--- config.mk ---
export PLATFORM = sky130hd
export DESIGN_NAME = i2s_master
export DESIGN_NICKNAME = d
export VERILOG_FILES = /design/src/design/i2s_reg_pkg.sv /design/src/design/i2s_audio_pkg.sv /design/src/design/i2s_apb_regs.sv /design/src/design/i2s_ctrl.sv /design/src/design/i2s_frame_fifo.sv /design/src/design/i2s_serdes.sv /design/src/design/i2s_master.sv
export VERILOG_INCLUDE_DIRS = /design/src /design/src/design
export SDC_FILE = /design/constraint.sdc
export NUM_CORES = 1
export LEC_CHECK = 0
export BUFFER_PORTS_ARGS = -buffer_cell sky130_fd_sc_hd__buf_2
export CELL_PAD_IN_SITES_DETAIL_PLACEMENT = 0
export CELL_PAD_IN_SITES_GLOBAL_PLACEMENT = 1
export CORE_AREA = 2 2 216 218
export CTS_CLUSTER_DIAMETER = 100
export DETAILED_ROUTE_END_ITERATION = 16
export DIE_AREA = 0 0 218 220
export PLACE_DENSITY_LB_ADDON = 0.1
export REMOVE_ABC_BUFFERS = 1
export SLEW_MARGIN = 0
export SYNTH_ARGS = -nofsm -noshare
export SYNTH_HDL_FRONTEND = slang
export SYNTH_SLANG_ARGS = --single-unit
--- constraint.sdc ---
create_clock -name clk -period 6.8 [get_ports clk]
set_input_delay 0.68 -clock clk [delete_from_list [all_inputs] [get_ports clk]]
set_output_delay 0.68 -clock clk [all_outputs]
set_load 0.03 [all_outputs]
--- src/design/i2s_macros.svh ---
/*
 * I2S master parameters
 * Clock divider, sample and FIFO sizes, APB register offsets
 * and the bit positions of the command register.
 */
`ifndef I2S_MACROS_SVH
`define I2S_MACROS_SVH

// clk cycles per sclk half period
`define I2S_SCLK_DIV 2
`define I2S_SAMPLE_W 16
`define I2S_FIFO_DEPTH 8
`define I2S_FIFO_LEVEL_W 4

// APB bus widths
`define I2S_ADDR_W 8
`define I2S_APB_DATA_W 32

// Register map
`define I2S_REG_CMD 8'h00
`define I2S_REG_STATUS 8'h04
`define I2S_REG_TX_DATA 8'h08
`define I2S_REG_RX_DATA 8'h0C
`define I2S_REG_IRQ_LEVEL 8'h10

// Command register bits
`define I2S_CMD_TX_START 0
`define I2S_CMD_TX_STOP 1
`define I2S_CMD_RX_ENABLE 2
`define I2S_CMD_RX_DISABLE 3
`define I2S_CMD_IRQ_CLEAR 4
`define I2S_CMD_FLAG_CLEAR 5

`endif

--- src/design/i2s_reg_pkg.sv ---
/*
 * I2S register-side types
 * Command strobes, FIFO status, control status and the
 * transmit state encoding.
 */
`include "i2s_macros.svh"

package i2s_reg_pkg;

	typedef logic [`I2S_FIFO_LEVEL_W-1:0] level_t;

	// One-cycle strobes, declared from bit 5 down to bit 0
	typedef struct packed
	{
		logic flag_clear;
		logic irq_clear;
		logic rx_disable;
		logic rx_enable;
		logic tx_stop;
		logic tx_start;
	} i2s_cmd_t;

	typedef struct packed
	{
		level_t level;
		logic empty;
		logic full;
	} fifo_stat_t;

	typedef enum logic [1:0]
	{
		TX_IDLE,
		TX_PREFILL,
		TX_RUN
	} tx_state_t;

	// tx_running lands in bit 0 of the STATUS word
	typedef struct packed
	{
		logic rx_overflow;
		logic tx_underflow;
		logic irq;
		logic rx_enabled;
		logic tx_running;
	} i2s_status_t;

endpackage

--- src/design/i2s_audio_pkg.sv ---
/*
 * I2S audio types
 * One channel sample and one stereo frame, left sample
 * in the upper half of the frame.
 */
`include "i2s_macros.svh"

package i2s_audio_pkg;

	typedef logic [`I2S_SAMPLE_W-1:0] sample_t;

	// Left channel in the upper half, right channel in the lower half
	typedef logic [2*$bits(sample_t)-1:0] frame_t;

endpackage

--- src/design/i2s_apb_regs.sv ---
/*
 * I2S APB register block
 * Decodes the register map, turns CMD writes into strobes,
 * pushes transmit frames, pops receive frames and holds the
 * interrupt threshold. No wait states.
 */
`timescale 1ns/100ps
`include "i2s_macros.svh"

module i2s_apb_regs
	import i2s_reg_pkg::*, i2s_audio_pkg::*;
(
	input logic clk,
	input logic rstnn,
	input logic psel,
	input logic penable,
	input logic [`I2S_ADDR_W-1:0] paddr,
	input logic pwrite,
	input logic [`I2S_APB_DATA_W-1:0] pwdata,
	output logic [`I2S_APB_DATA_W-1:0] prdata,
	output logic pready,
	output logic pslverr,
	input i2s_status_t status,
	input fifo_stat_t tx_stat,
	input fifo_stat_t rx_stat,
	input frame_t rx_rdata,
	output i2s_cmd_t cmd,
	output level_t irq_level,
	output logic tx_push,
	output frame_t tx_wdata,
	output logic rx_pop
);

	logic access;
	logic [`I2S_APB_DATA_W-1:0] status_word;

	assign access = psel & penable;
	assign pready = 1'b1;
	assign tx_wdata = pwdata;

	// STATUS: control flags, then tx level, then rx level
	assign status_word = `I2S_APB_DATA_W'({rx_stat.level, tx_stat.level, status});

	// **************************************************
	// Access decode
	// **************************************************
	always_comb
	begin
		prdata = '0;
		pslverr = 1'b0;
		cmd = '0;
		tx_push = 1'b0;
		rx_pop = 1'b0;
		if (access)
		begin
			case (paddr)
				`I2S_REG_CMD:
					if (pwrite)
					begin
						cmd.tx_start = pwdata[`I2S_CMD_TX_START];
						cmd.tx_stop = pwdata[`I2S_CMD_TX_STOP];
						cmd.rx_enable = pwdata[`I2S_CMD_RX_ENABLE];
						cmd.rx_disable = pwdata[`I2S_CMD_RX_DISABLE];
						cmd.irq_clear = pwdata[`I2S_CMD_IRQ_CLEAR];
						cmd.flag_clear = pwdata[`I2S_CMD_FLAG_CLEAR];
					end
				`I2S_REG_STATUS:
					prdata = status_word;
				`I2S_REG_TX_DATA:
					if (pwrite)
					begin
						// Full FIFO drops the write
						if (tx_stat.full)
							pslverr = 1'b1;
						else
							tx_push = 1'b1;
					end
				`I2S_REG_RX_DATA:
					// Empty read returns zero
					if (!pwrite && !rx_stat.empty)
					begin
						rx_pop = 1'b1;
						prdata = rx_rdata;
					end
				`I2S_REG_IRQ_LEVEL:
					prdata = `I2S_APB_DATA_W'(irq_level);
				default:
					pslverr = 1'b1;
			endcase
		end
	end

	// Receive interrupt threshold
	always_ff @(posedge clk or negedge rstnn)
	begin
		if (!rstnn)
			irq_level <= '0;
		else if (access && pwrite && (paddr == `I2S_REG_IRQ_LEVEL))
			irq_level <= pwdata[`I2S_FIFO_LEVEL_W-1:0];
	end

endmodule

--- src/design/i2s_ctrl.sv ---
/*
 * I2S control
 * Transmit state machine choosing a queued frame or silence
 * at every frame boundary, receive enable and push gating,
 * sticky underflow and overflow flags, receive-level interrupt.
 */
`timescale 1ns/100ps

module i2s_ctrl
	import i2s_reg_pkg::*, i2s_audio_pkg::*;
(
	input logic clk,
	input logic rstnn,
	input i2s_cmd_t cmd,
	input level_t irq_level,
	input fifo_stat_t tx_stat,
	input fifo_stat_t rx_stat,
	input frame_t tx_head,
	input logic frame_req,
	input logic rx_valid,
	input frame_t rx_frame,
	output logic tx_pop,
	output logic tx_load,
	output frame_t tx_frame,
	output logic rx_push,
	output frame_t rx_wdata,
	output i2s_status_t status,
	output logic irq
);

	tx_state_t tx_state;
	logic tx_running;
	logic rx_enabled;
	logic tx_underflow;
	logic rx_overflow;

	// **************************************************
	// Transmit state machine
	// **************************************************
	always_ff @(posedge clk or negedge rstnn)
	begin
		if (!rstnn)
			tx_state <= TX_IDLE;
		else if (cmd.tx_stop)
			tx_state <= TX_IDLE;
		else
			case (tx_state)
				TX_IDLE:
					if (cmd.tx_start)
						tx_state <= TX_PREFILL;
				TX_PREFILL:
					// Wait for at least one queued frame
					if (!tx_stat.empty)
						tx_state <= TX_RUN;
				default:
					tx_state <= TX_RUN;
			endcase
	end

	assign tx_running = (tx_state == TX_RUN);

	// Every frame boundary loads something, silence unless a frame is ready
	assign tx_pop = frame_req & tx_running & ~tx_stat.empty;
	assign tx_load = frame_req;
	assign tx_frame = tx_pop ? tx_head : '0;

	// Receive path
	assign rx_push = rx_valid & rx_enabled & ~rx_stat.full;
	assign rx_wdata = rx_frame;

	always_ff @(posedge clk or negedge rstnn)
	begin
		if (!rstnn)
			rx_enabled <= 1'b0;
		else if (cmd.rx_disable)
			rx_enabled <= 1'b0;
		else if (cmd.rx_enable)
			rx_enabled <= 1'b1;
	end

	// **************************************************
	// Sticky flags and interrupt
	// **************************************************
	always_ff @(posedge clk or negedge rstnn)
	begin
		if (!rstnn)
		begin
			tx_underflow <= 1'b0;
			rx_overflow <= 1'b0;
		end
		else if (cmd.flag_clear)
		begin
			tx_underflow <= 1'b0;
			rx_overflow <= 1'b0;
		end
		else
		begin
			if (frame_req && tx_running && tx_stat.empty)
				tx_underflow <= 1'b1;
			if (rx_valid && rx_enabled && rx_stat.full)
				rx_overflow <= 1'b1;
		end
	end

	// Held until cleared, even when the level drops again
	always_ff @(posedge clk or negedge rstnn)
	begin
		if (!rstnn)
			irq <= 1'b0;
		else if (cmd.irq_clear)
			irq <= 1'b0;
		else if (rx_enabled && (rx_stat.level >= irq_level))
			irq <= 1'b1;
	end

	always_comb
	begin
		status.tx_running = tx_running;
		status.rx_enabled = rx_enabled;
		status.irq = irq;
		status.tx_underflow = tx_underflow;
		status.rx_overflow = rx_overflow;
	end

endmodule

--- src/design/i2s_frame_fifo.sv ---
/*
 * I2S frame FIFO
 * Circular buffer with show-ahead read data and a level count.
 */
`timescale 1ns/100ps
`include "i2s_macros.svh"

module i2s_frame_fifo
	import i2s_reg_pkg::*, i2s_audio_pkg::*;
#(
	parameter int DEPTH = `I2S_FIFO_DEPTH
)
(
	input logic clk,
	input logic rstnn,
	input logic push,
	input frame_t wdata,
	input logic pop,
	output frame_t rdata,
	output fifo_stat_t stat
);

	localparam int PTR_W = $clog2(DEPTH);

	frame_t mem [DEPTH];
	logic [PTR_W-1:0] wr_ptr;
	logic [PTR_W-1:0] rd_ptr;
	level_t level;

	always_ff @(posedge clk)
	begin
		if (push)
			mem[wr_ptr] <= wdata;
	end

	always_ff @(posedge clk or negedge rstnn)
	begin
		if (!rstnn)
		begin
			wr_ptr <= '0;
			rd_ptr <= '0;
			level <= '0;
		end
		else
		begin
			if (push)
				wr_ptr <= (wr_ptr == PTR_W'(DEPTH - 1)) ? '0 : wr_ptr + 1'b1;
			if (pop)
				rd_ptr <= (rd_ptr == PTR_W'(DEPTH - 1)) ? '0 : rd_ptr + 1'b1;
			case ({push, pop})
				2'b10: level <= level + 1'b1;
				2'b01: level <= level - 1'b1;
				default: level <= level;
			endcase
		end
	end

	// Head of the queue is always on rdata
	assign rdata = mem[rd_ptr];
	assign stat.level = level;
	assign stat.empty = (level == '0);
	assign stat.full = (level == $bits(level_t)'(DEPTH));

endmodule

--- src/design/i2s_serdes.sv ---
/*
 * I2S bit clock, word select and data shifters
 * sclk is clk divided by twice I2S_SCLK_DIV. lrck is low for the
 * left sample. Data runs MSB first, one sclk after each lrck edge,
 * driven on sclk falling edges and sampled on rising edges.
 */
`timescale 1ns/100ps
`include "i2s_macros.svh"

module i2s_serdes
	import i2s_audio_pkg::*;
(
	input logic clk,
	input logic rstnn,
	input logic tx_load,
	input frame_t tx_frame,
	input logic din,
	output logic sclk,
	output logic lrck,
	output logic dout,
	output logic frame_req,
	output logic rx_valid,
	output frame_t rx_frame
);

	localparam int DIV_W = $clog2(`I2S_SCLK_DIV);
	localparam int FRAME_W = $bits(frame_t);
	localparam int BIT_W = $clog2(FRAME_W);

	logic [DIV_W-1:0] div_cnt;
	logic [BIT_W-1:0] bit_cnt;
	logic [BIT_W-1:0] bit_cnt_next;
	logic div_end;
	logic sclk_fall;
	logic sclk_rise;
	logic frame_done;
	frame_t tx_shift;
	frame_t rx_shift;

	// **************************************************
	// Bit clock and word select
	// **************************************************
	assign div_end = (div_cnt == DIV_W'(`I2S_SCLK_DIV - 1));
	assign sclk_fall = div_end & sclk;
	assign sclk_rise = div_end & ~sclk;
	assign bit_cnt_next = bit_cnt + 1'b1;

	// Last bit slot of the frame, lrck falls at the end of this cycle
	assign frame_req = sclk_fall & (bit_cnt == '1);
	// First slot done, the right LSB was sampled half a period ago
	assign frame_done = sclk_fall & (bit_cnt == '0);

	always_ff @(posedge clk or negedge rstnn)
	begin
		if (!rstnn)
		begin
			div_cnt <= '0;
			sclk <= 1'b0;
		end
		else if (div_end)
		begin
			div_cnt <= '0;
			sclk <= ~sclk;
		end
		else
			div_cnt <= div_cnt + 1'b1;
	end

	// **************************************************
	// Transmit
	// **************************************************
	// Shifting out the old LSB while the new frame loads
	// gives the one-bit delay after lrck
	always_ff @(posedge clk or negedge rstnn)
	begin
		if (!rstnn)
		begin
			bit_cnt <= '0;
			lrck <= 1'b0;
			dout <= 1'b0;
			tx_shift <= '0;
		end
		else if (sclk_fall)
		begin
			bit_cnt <= bit_cnt_next;
			lrck <= bit_cnt_next[BIT_W-1];
			dout <= tx_shift[FRAME_W-1];
			if (tx_load)
				tx_shift <= tx_frame;
			else
				tx_shift <= {tx_shift[FRAME_W-2:0], 1'b0};
		end
	end

	// **************************************************
	// Receive
	// **************************************************
	always_ff @(posedge clk)
	begin
		if (sclk_rise)
			rx_shift <= {rx_shift[FRAME_W-2:0], din};
		if (frame_done)
			rx_frame <= rx_shift;
	end

	always_ff @(posedge clk or negedge rstnn)
	begin
		if (!rstnn)
			rx_valid <= 1'b0;
		else
			rx_valid <= frame_done;
	end

endmodule

--- src/design/i2s_master.sv ---
/*
 * I2S audio master
 * APB register block, control, transmit and receive frame
 * FIFOs and the serial interface.
 */
`timescale 1ns/100ps
`include "i2s_macros.svh"

module i2s_master
	import i2s_reg_pkg::*, i2s_audio_pkg::*;
(
	input logic clk,
	input logic rstnn,
	input logic psel,
	input logic penable,
	input logic [`I2S_ADDR_W-1:0] paddr,
	input logic pwrite,
	input logic [`I2S_APB_DATA_W-1:0] pwdata,
	output logic [`I2S_APB_DATA_W-1:0] prdata,
	output logic pready,
	output logic pslverr,
	output logic sclk,
	output logic lrck,
	output logic dout,
	input logic din,
	output logic irq
);

	i2s_cmd_t cmd;
	i2s_status_t status;
	level_t irq_level;
	fifo_stat_t tx_stat;
	fifo_stat_t rx_stat;
	logic tx_push;
	logic tx_pop;
	logic rx_push;
	logic rx_pop;
	frame_t tx_wdata;
	frame_t tx_head;
	frame_t rx_wdata;
	frame_t rx_rdata;
	logic frame_req;
	logic tx_load;
	frame_t tx_frame;
	logic rx_valid;
	frame_t rx_frame;

	i2s_apb_regs i2s_apb_regs_inst (.*);

	i2s_ctrl i2s_ctrl_inst (.*);

	// Software to serializer
	i2s_frame_fifo tx_fifo
	(
		.clk(clk),
		.rstnn(rstnn),
		.push(tx_push),
		.wdata(tx_wdata),
		.pop(tx_pop),
		.rdata(tx_head),
		.stat(tx_stat)
	);

	// Deserializer to software
	i2s_frame_fifo rx_fifo
	(
		.clk(clk),
		.rstnn(rstnn),
		.push(rx_push),
		.wdata(rx_wdata),
		.pop(rx_pop),
		.rdata(rx_rdata),
		.stat(rx_stat)
	);

	i2s_serdes i2s_serdes_inst (.*);

endmodule

==> metrics.yaml <==
avgSynthCellArea_um2: 21.17
cts_buffer_depth: 3
first_global_vias: 12340
grt_overflow: 0
min_period_ps: 3830
tritoncts: "built"
die-area_um2: 47960
switchingPower_mw: 1.487
multi_input_area_um2: 5667
slowest_delay_ps: 700
ff2ff_setup_slack_ps: 3710
yosys_register_bits: 647
track_usage_pct: 21.36
relSlewSlack_pct: 20.43
async_reset_ff_share_pct: 10.97
post-route-util_pct: 62.09
max_freq_mhz: 261.1
whs_ps: 70.07
vias: 11570
status: "completed"
cts_root_buf: "clkbuf_16"
path_class: "reg -> out"
hold_buffers: 0
yosys_warnings: 0
max_slew.worst_pin.slew_ps: 1177
wl_per_cell_um: 25.25
final_max_slew_viol_count: 0
power_density_nw_per_um2: 286.6
clock_sinks: 647
required_ps: 6120
final-hold-violation-count: 0
final_nets: 1366
crit_chain: "buf_4 > mux4_2 > mux2i_1 > o2bb2ai_1 > buf_2"
layout-drive-gt1-share_pct: 30.46
rsz0062_at_grt: "no"
dp_hpwl_mm: 27.29
dr.pass1.iters: 5
ios: 84
ir_drop_uv: 238.1
start_util_pct: 54.38
numCtsBuffers: 67
placementRows: 79
routed_via_density: 5.916
grt_pass1_wl_mm: 75.38
setup_viol: 0
postCtsSetupBuffers: 0
arrival_ps: 3150
port_buffers: 82
cp-start-kind: "flip-flop"
top_layer: "met4"
comb_power_share_pct: 0.9
post_cts_resize_count: 0
setup_tns_ps: 0
clock_skew_ps: 21.70
synthFlopType: "edfxtp_1"
period_share_pct: 56.32
worst-path-max-fanout: 50
areaGrowthSynthToFinish_pct: 14.19
detail-route-antenna-nets: 0
cts_max_level: 3
p_leak_nw: 9.392
power_frac_clock_pct: 46.4
gp_congestion: 0.7198
hold_path_class: "in -> async"
routed_wl_mm: 49.36
synth.cell_area_um2: 24940
wl_met1_mm: 20.86
clk_latency_ps: 580
grt_max_degree: 67
antenna_found_initial: 1
ys_types: 48
dr_wl_met2_mm: 25.83
pwr-share-seq_pct: 52.7
route.detailed.drc: 0
die_h_um: 220
r2r_start: "rx_fifo.level[1]"
synthCells: 1178
final_cell_mix: "576 x edfxtp_1, 128 x mux4_2, 81 x buf_2"
p_int_mw: 6.676
fill_cells: 3227
area.sequential_um2: 19090
core_um2: 45860
seq_area_frac_synth_pct: 76.48
cp-end-kind: "output port"
reg2reg_depth: 11
die_w_um: 218
cp_slowest_cell: "buf_4"
mostFrequentLayoutCell: "edfxtp_1"
synth_edf_count: 576
drtIter0Drc: 838
clk_pin_slew_ps: 60
drv_cap: 0
wl_met3_mm: 1.951
p_sw_share_pct: 18.22
r2r_end: "rx_fifo.level[2]"
==> metal layers <==
| metal | global-route usage [%] | vias to the layer above |
|---|---|---|
| met2 | 37.43 | 232 |
| met3 | 3.202 | 56 |
| met4 | 5.465 | 0 |
| li1 | - | 5097 |
| met5 | 0 | - |
| met1 | 28.31 | 6180 |
==> through the flow <==
| stage | cells | power (mW) | instance area, um2 | setup slack, ps |
|---|---|---|---|---|
| floorplan | 1118 | 4.405 | 24640 | 1330 |
| global placement | 1837 | 4.455 | 26200 | 3180 |
| detailed placement | 1837 | 4.458 | 26200 | 3153 |
| CTS | 1953 | 8.243 | 28470 | 2899 |
| global route | 1953 | 8.390 | 28470 | 2783 |
| finish | 1955 | 8.163 | 28480 | 2970 |
==> registers in the layout (all words and copies together) (netlist names), 2 cells and up <==
| name | cells |
|---|---|
| i2s_serdes_inst.tx_shift | 32 |
| rx_fifo.mem | 256 |
| tx_fifo.wr_ptr | 3 |
| i2s_serdes_inst.rx_shift | 32 |
| tx_fifo.mem | 256 |
| i2s_serdes_inst.rx_frame | 32 |
| i2s_serdes_inst.bit_cnt | 4 |
| rx_fifo.rd_ptr | 3 |
| rx_fifo.level | 4 |
| tx_fifo.rd_ptr | 3 |
| rx_fifo.wr_ptr | 3 |
| i2s_apb_regs_inst.irq_level | 4 |
| tx_fifo.level | 4 |
| i2s_ctrl_inst.tx_state | 2 |
==> area by class of cell <==
cell class / instances / area share (%)
clock buffer: 90 / 6.480
inverter: 11 / 0.1450
tap: 607 / 2.667
timing repair buffer: 112 / 2.241
multi-input combinational: 460 / 19.90
sequential: 647 / 67.03
antenna: 2 / 0.01757
clock inverter: 26 / 1.520
==> cells by family (layout without fill, tap and decap cells) <==
logic type	Yosys count	in the layout	synth area share, %
flops	647	647	76.48
buf+inv	71	239	1.360
simple gates	141	141	3.100
fa+ha+maj	21	21	1.054
compound gates	75	75	2.503
mux	207	207	14.97
other cells	1	3	0.01504
xor+xnor	15	15	0.5267
==> cells in the mapped netlist (4+ instances only) <==
master,n,share of area (%)
buf_1,8,0.12
xnor2_1,5,0.18
edfxtp_1,576,69
nand2b_1,7,0.18
dfrtp_1,71,7.1
mux4_2,128,12
a221o_1,31,1.2
o22ai_1,4,0.10
buf_6,5,0.23
ha_1,21,1.1
nor3b_1,32,0.96
nor4_1,4,0.10
nor3_1,10,0.20
nand2_1,24,0.36
mux2i_1,32,1.3
clkbuf_1,23,0.35
o21ai_0,4,0.080
buf_2,22,0.44
inv_1,10,0.15
a22oi_1,6,0.18
mux2_2,47,2.1
nand3_1,4,0.080
xor2_1,10,0.35
a21oi_1,10,0.20
o2bb2ai_1,9,0.32
nor2_1,40,0.60
==> power by group through the flow <==
stage	Clock (mW)	Sequential, mW	Combinational (mW)
6_report	3.79	4.30	0.0736
5_1_grt	4.01	4.30	0.0820
4_1_cts	3.87	4.30	0.0753
3_5_place_dp	0	4.38	0.0748
3_3_place_gp	0	4.38	0.0721
2_1_floorplan	0	4.38	0.0206
==> how the worst max path moves through the flow <==
stage | start | endpoint | cells after the start
after floorplan | i2s_serdes_inst.sclk | i2s_serdes_inst.rx_frame[0] | 2
after global placement | paddr[0] | tx_fifo.mem[0][11] | 6
after detailed placement | paddr[0] | tx_fifo.mem[0][8] | 6
after CTS | rx_fifo.rd_ptr[1] | prdata[12] | 5
after global routing | rx_fifo.rd_ptr[1] | prdata[12] | 5
final | rx_fifo.rd_ptr[1] | prdata[12] | 5
==> critical path, delay by kind of cell (launching register included) <==
family / cells / cell delay [ps]
muxes: 2 / 770
DFF: 1 / 650
AOI/OAI and AO/OA: 1 / 150
buffers and inverters: 2 / 920
Note: power is estimated with default switching activity, not from simulation.
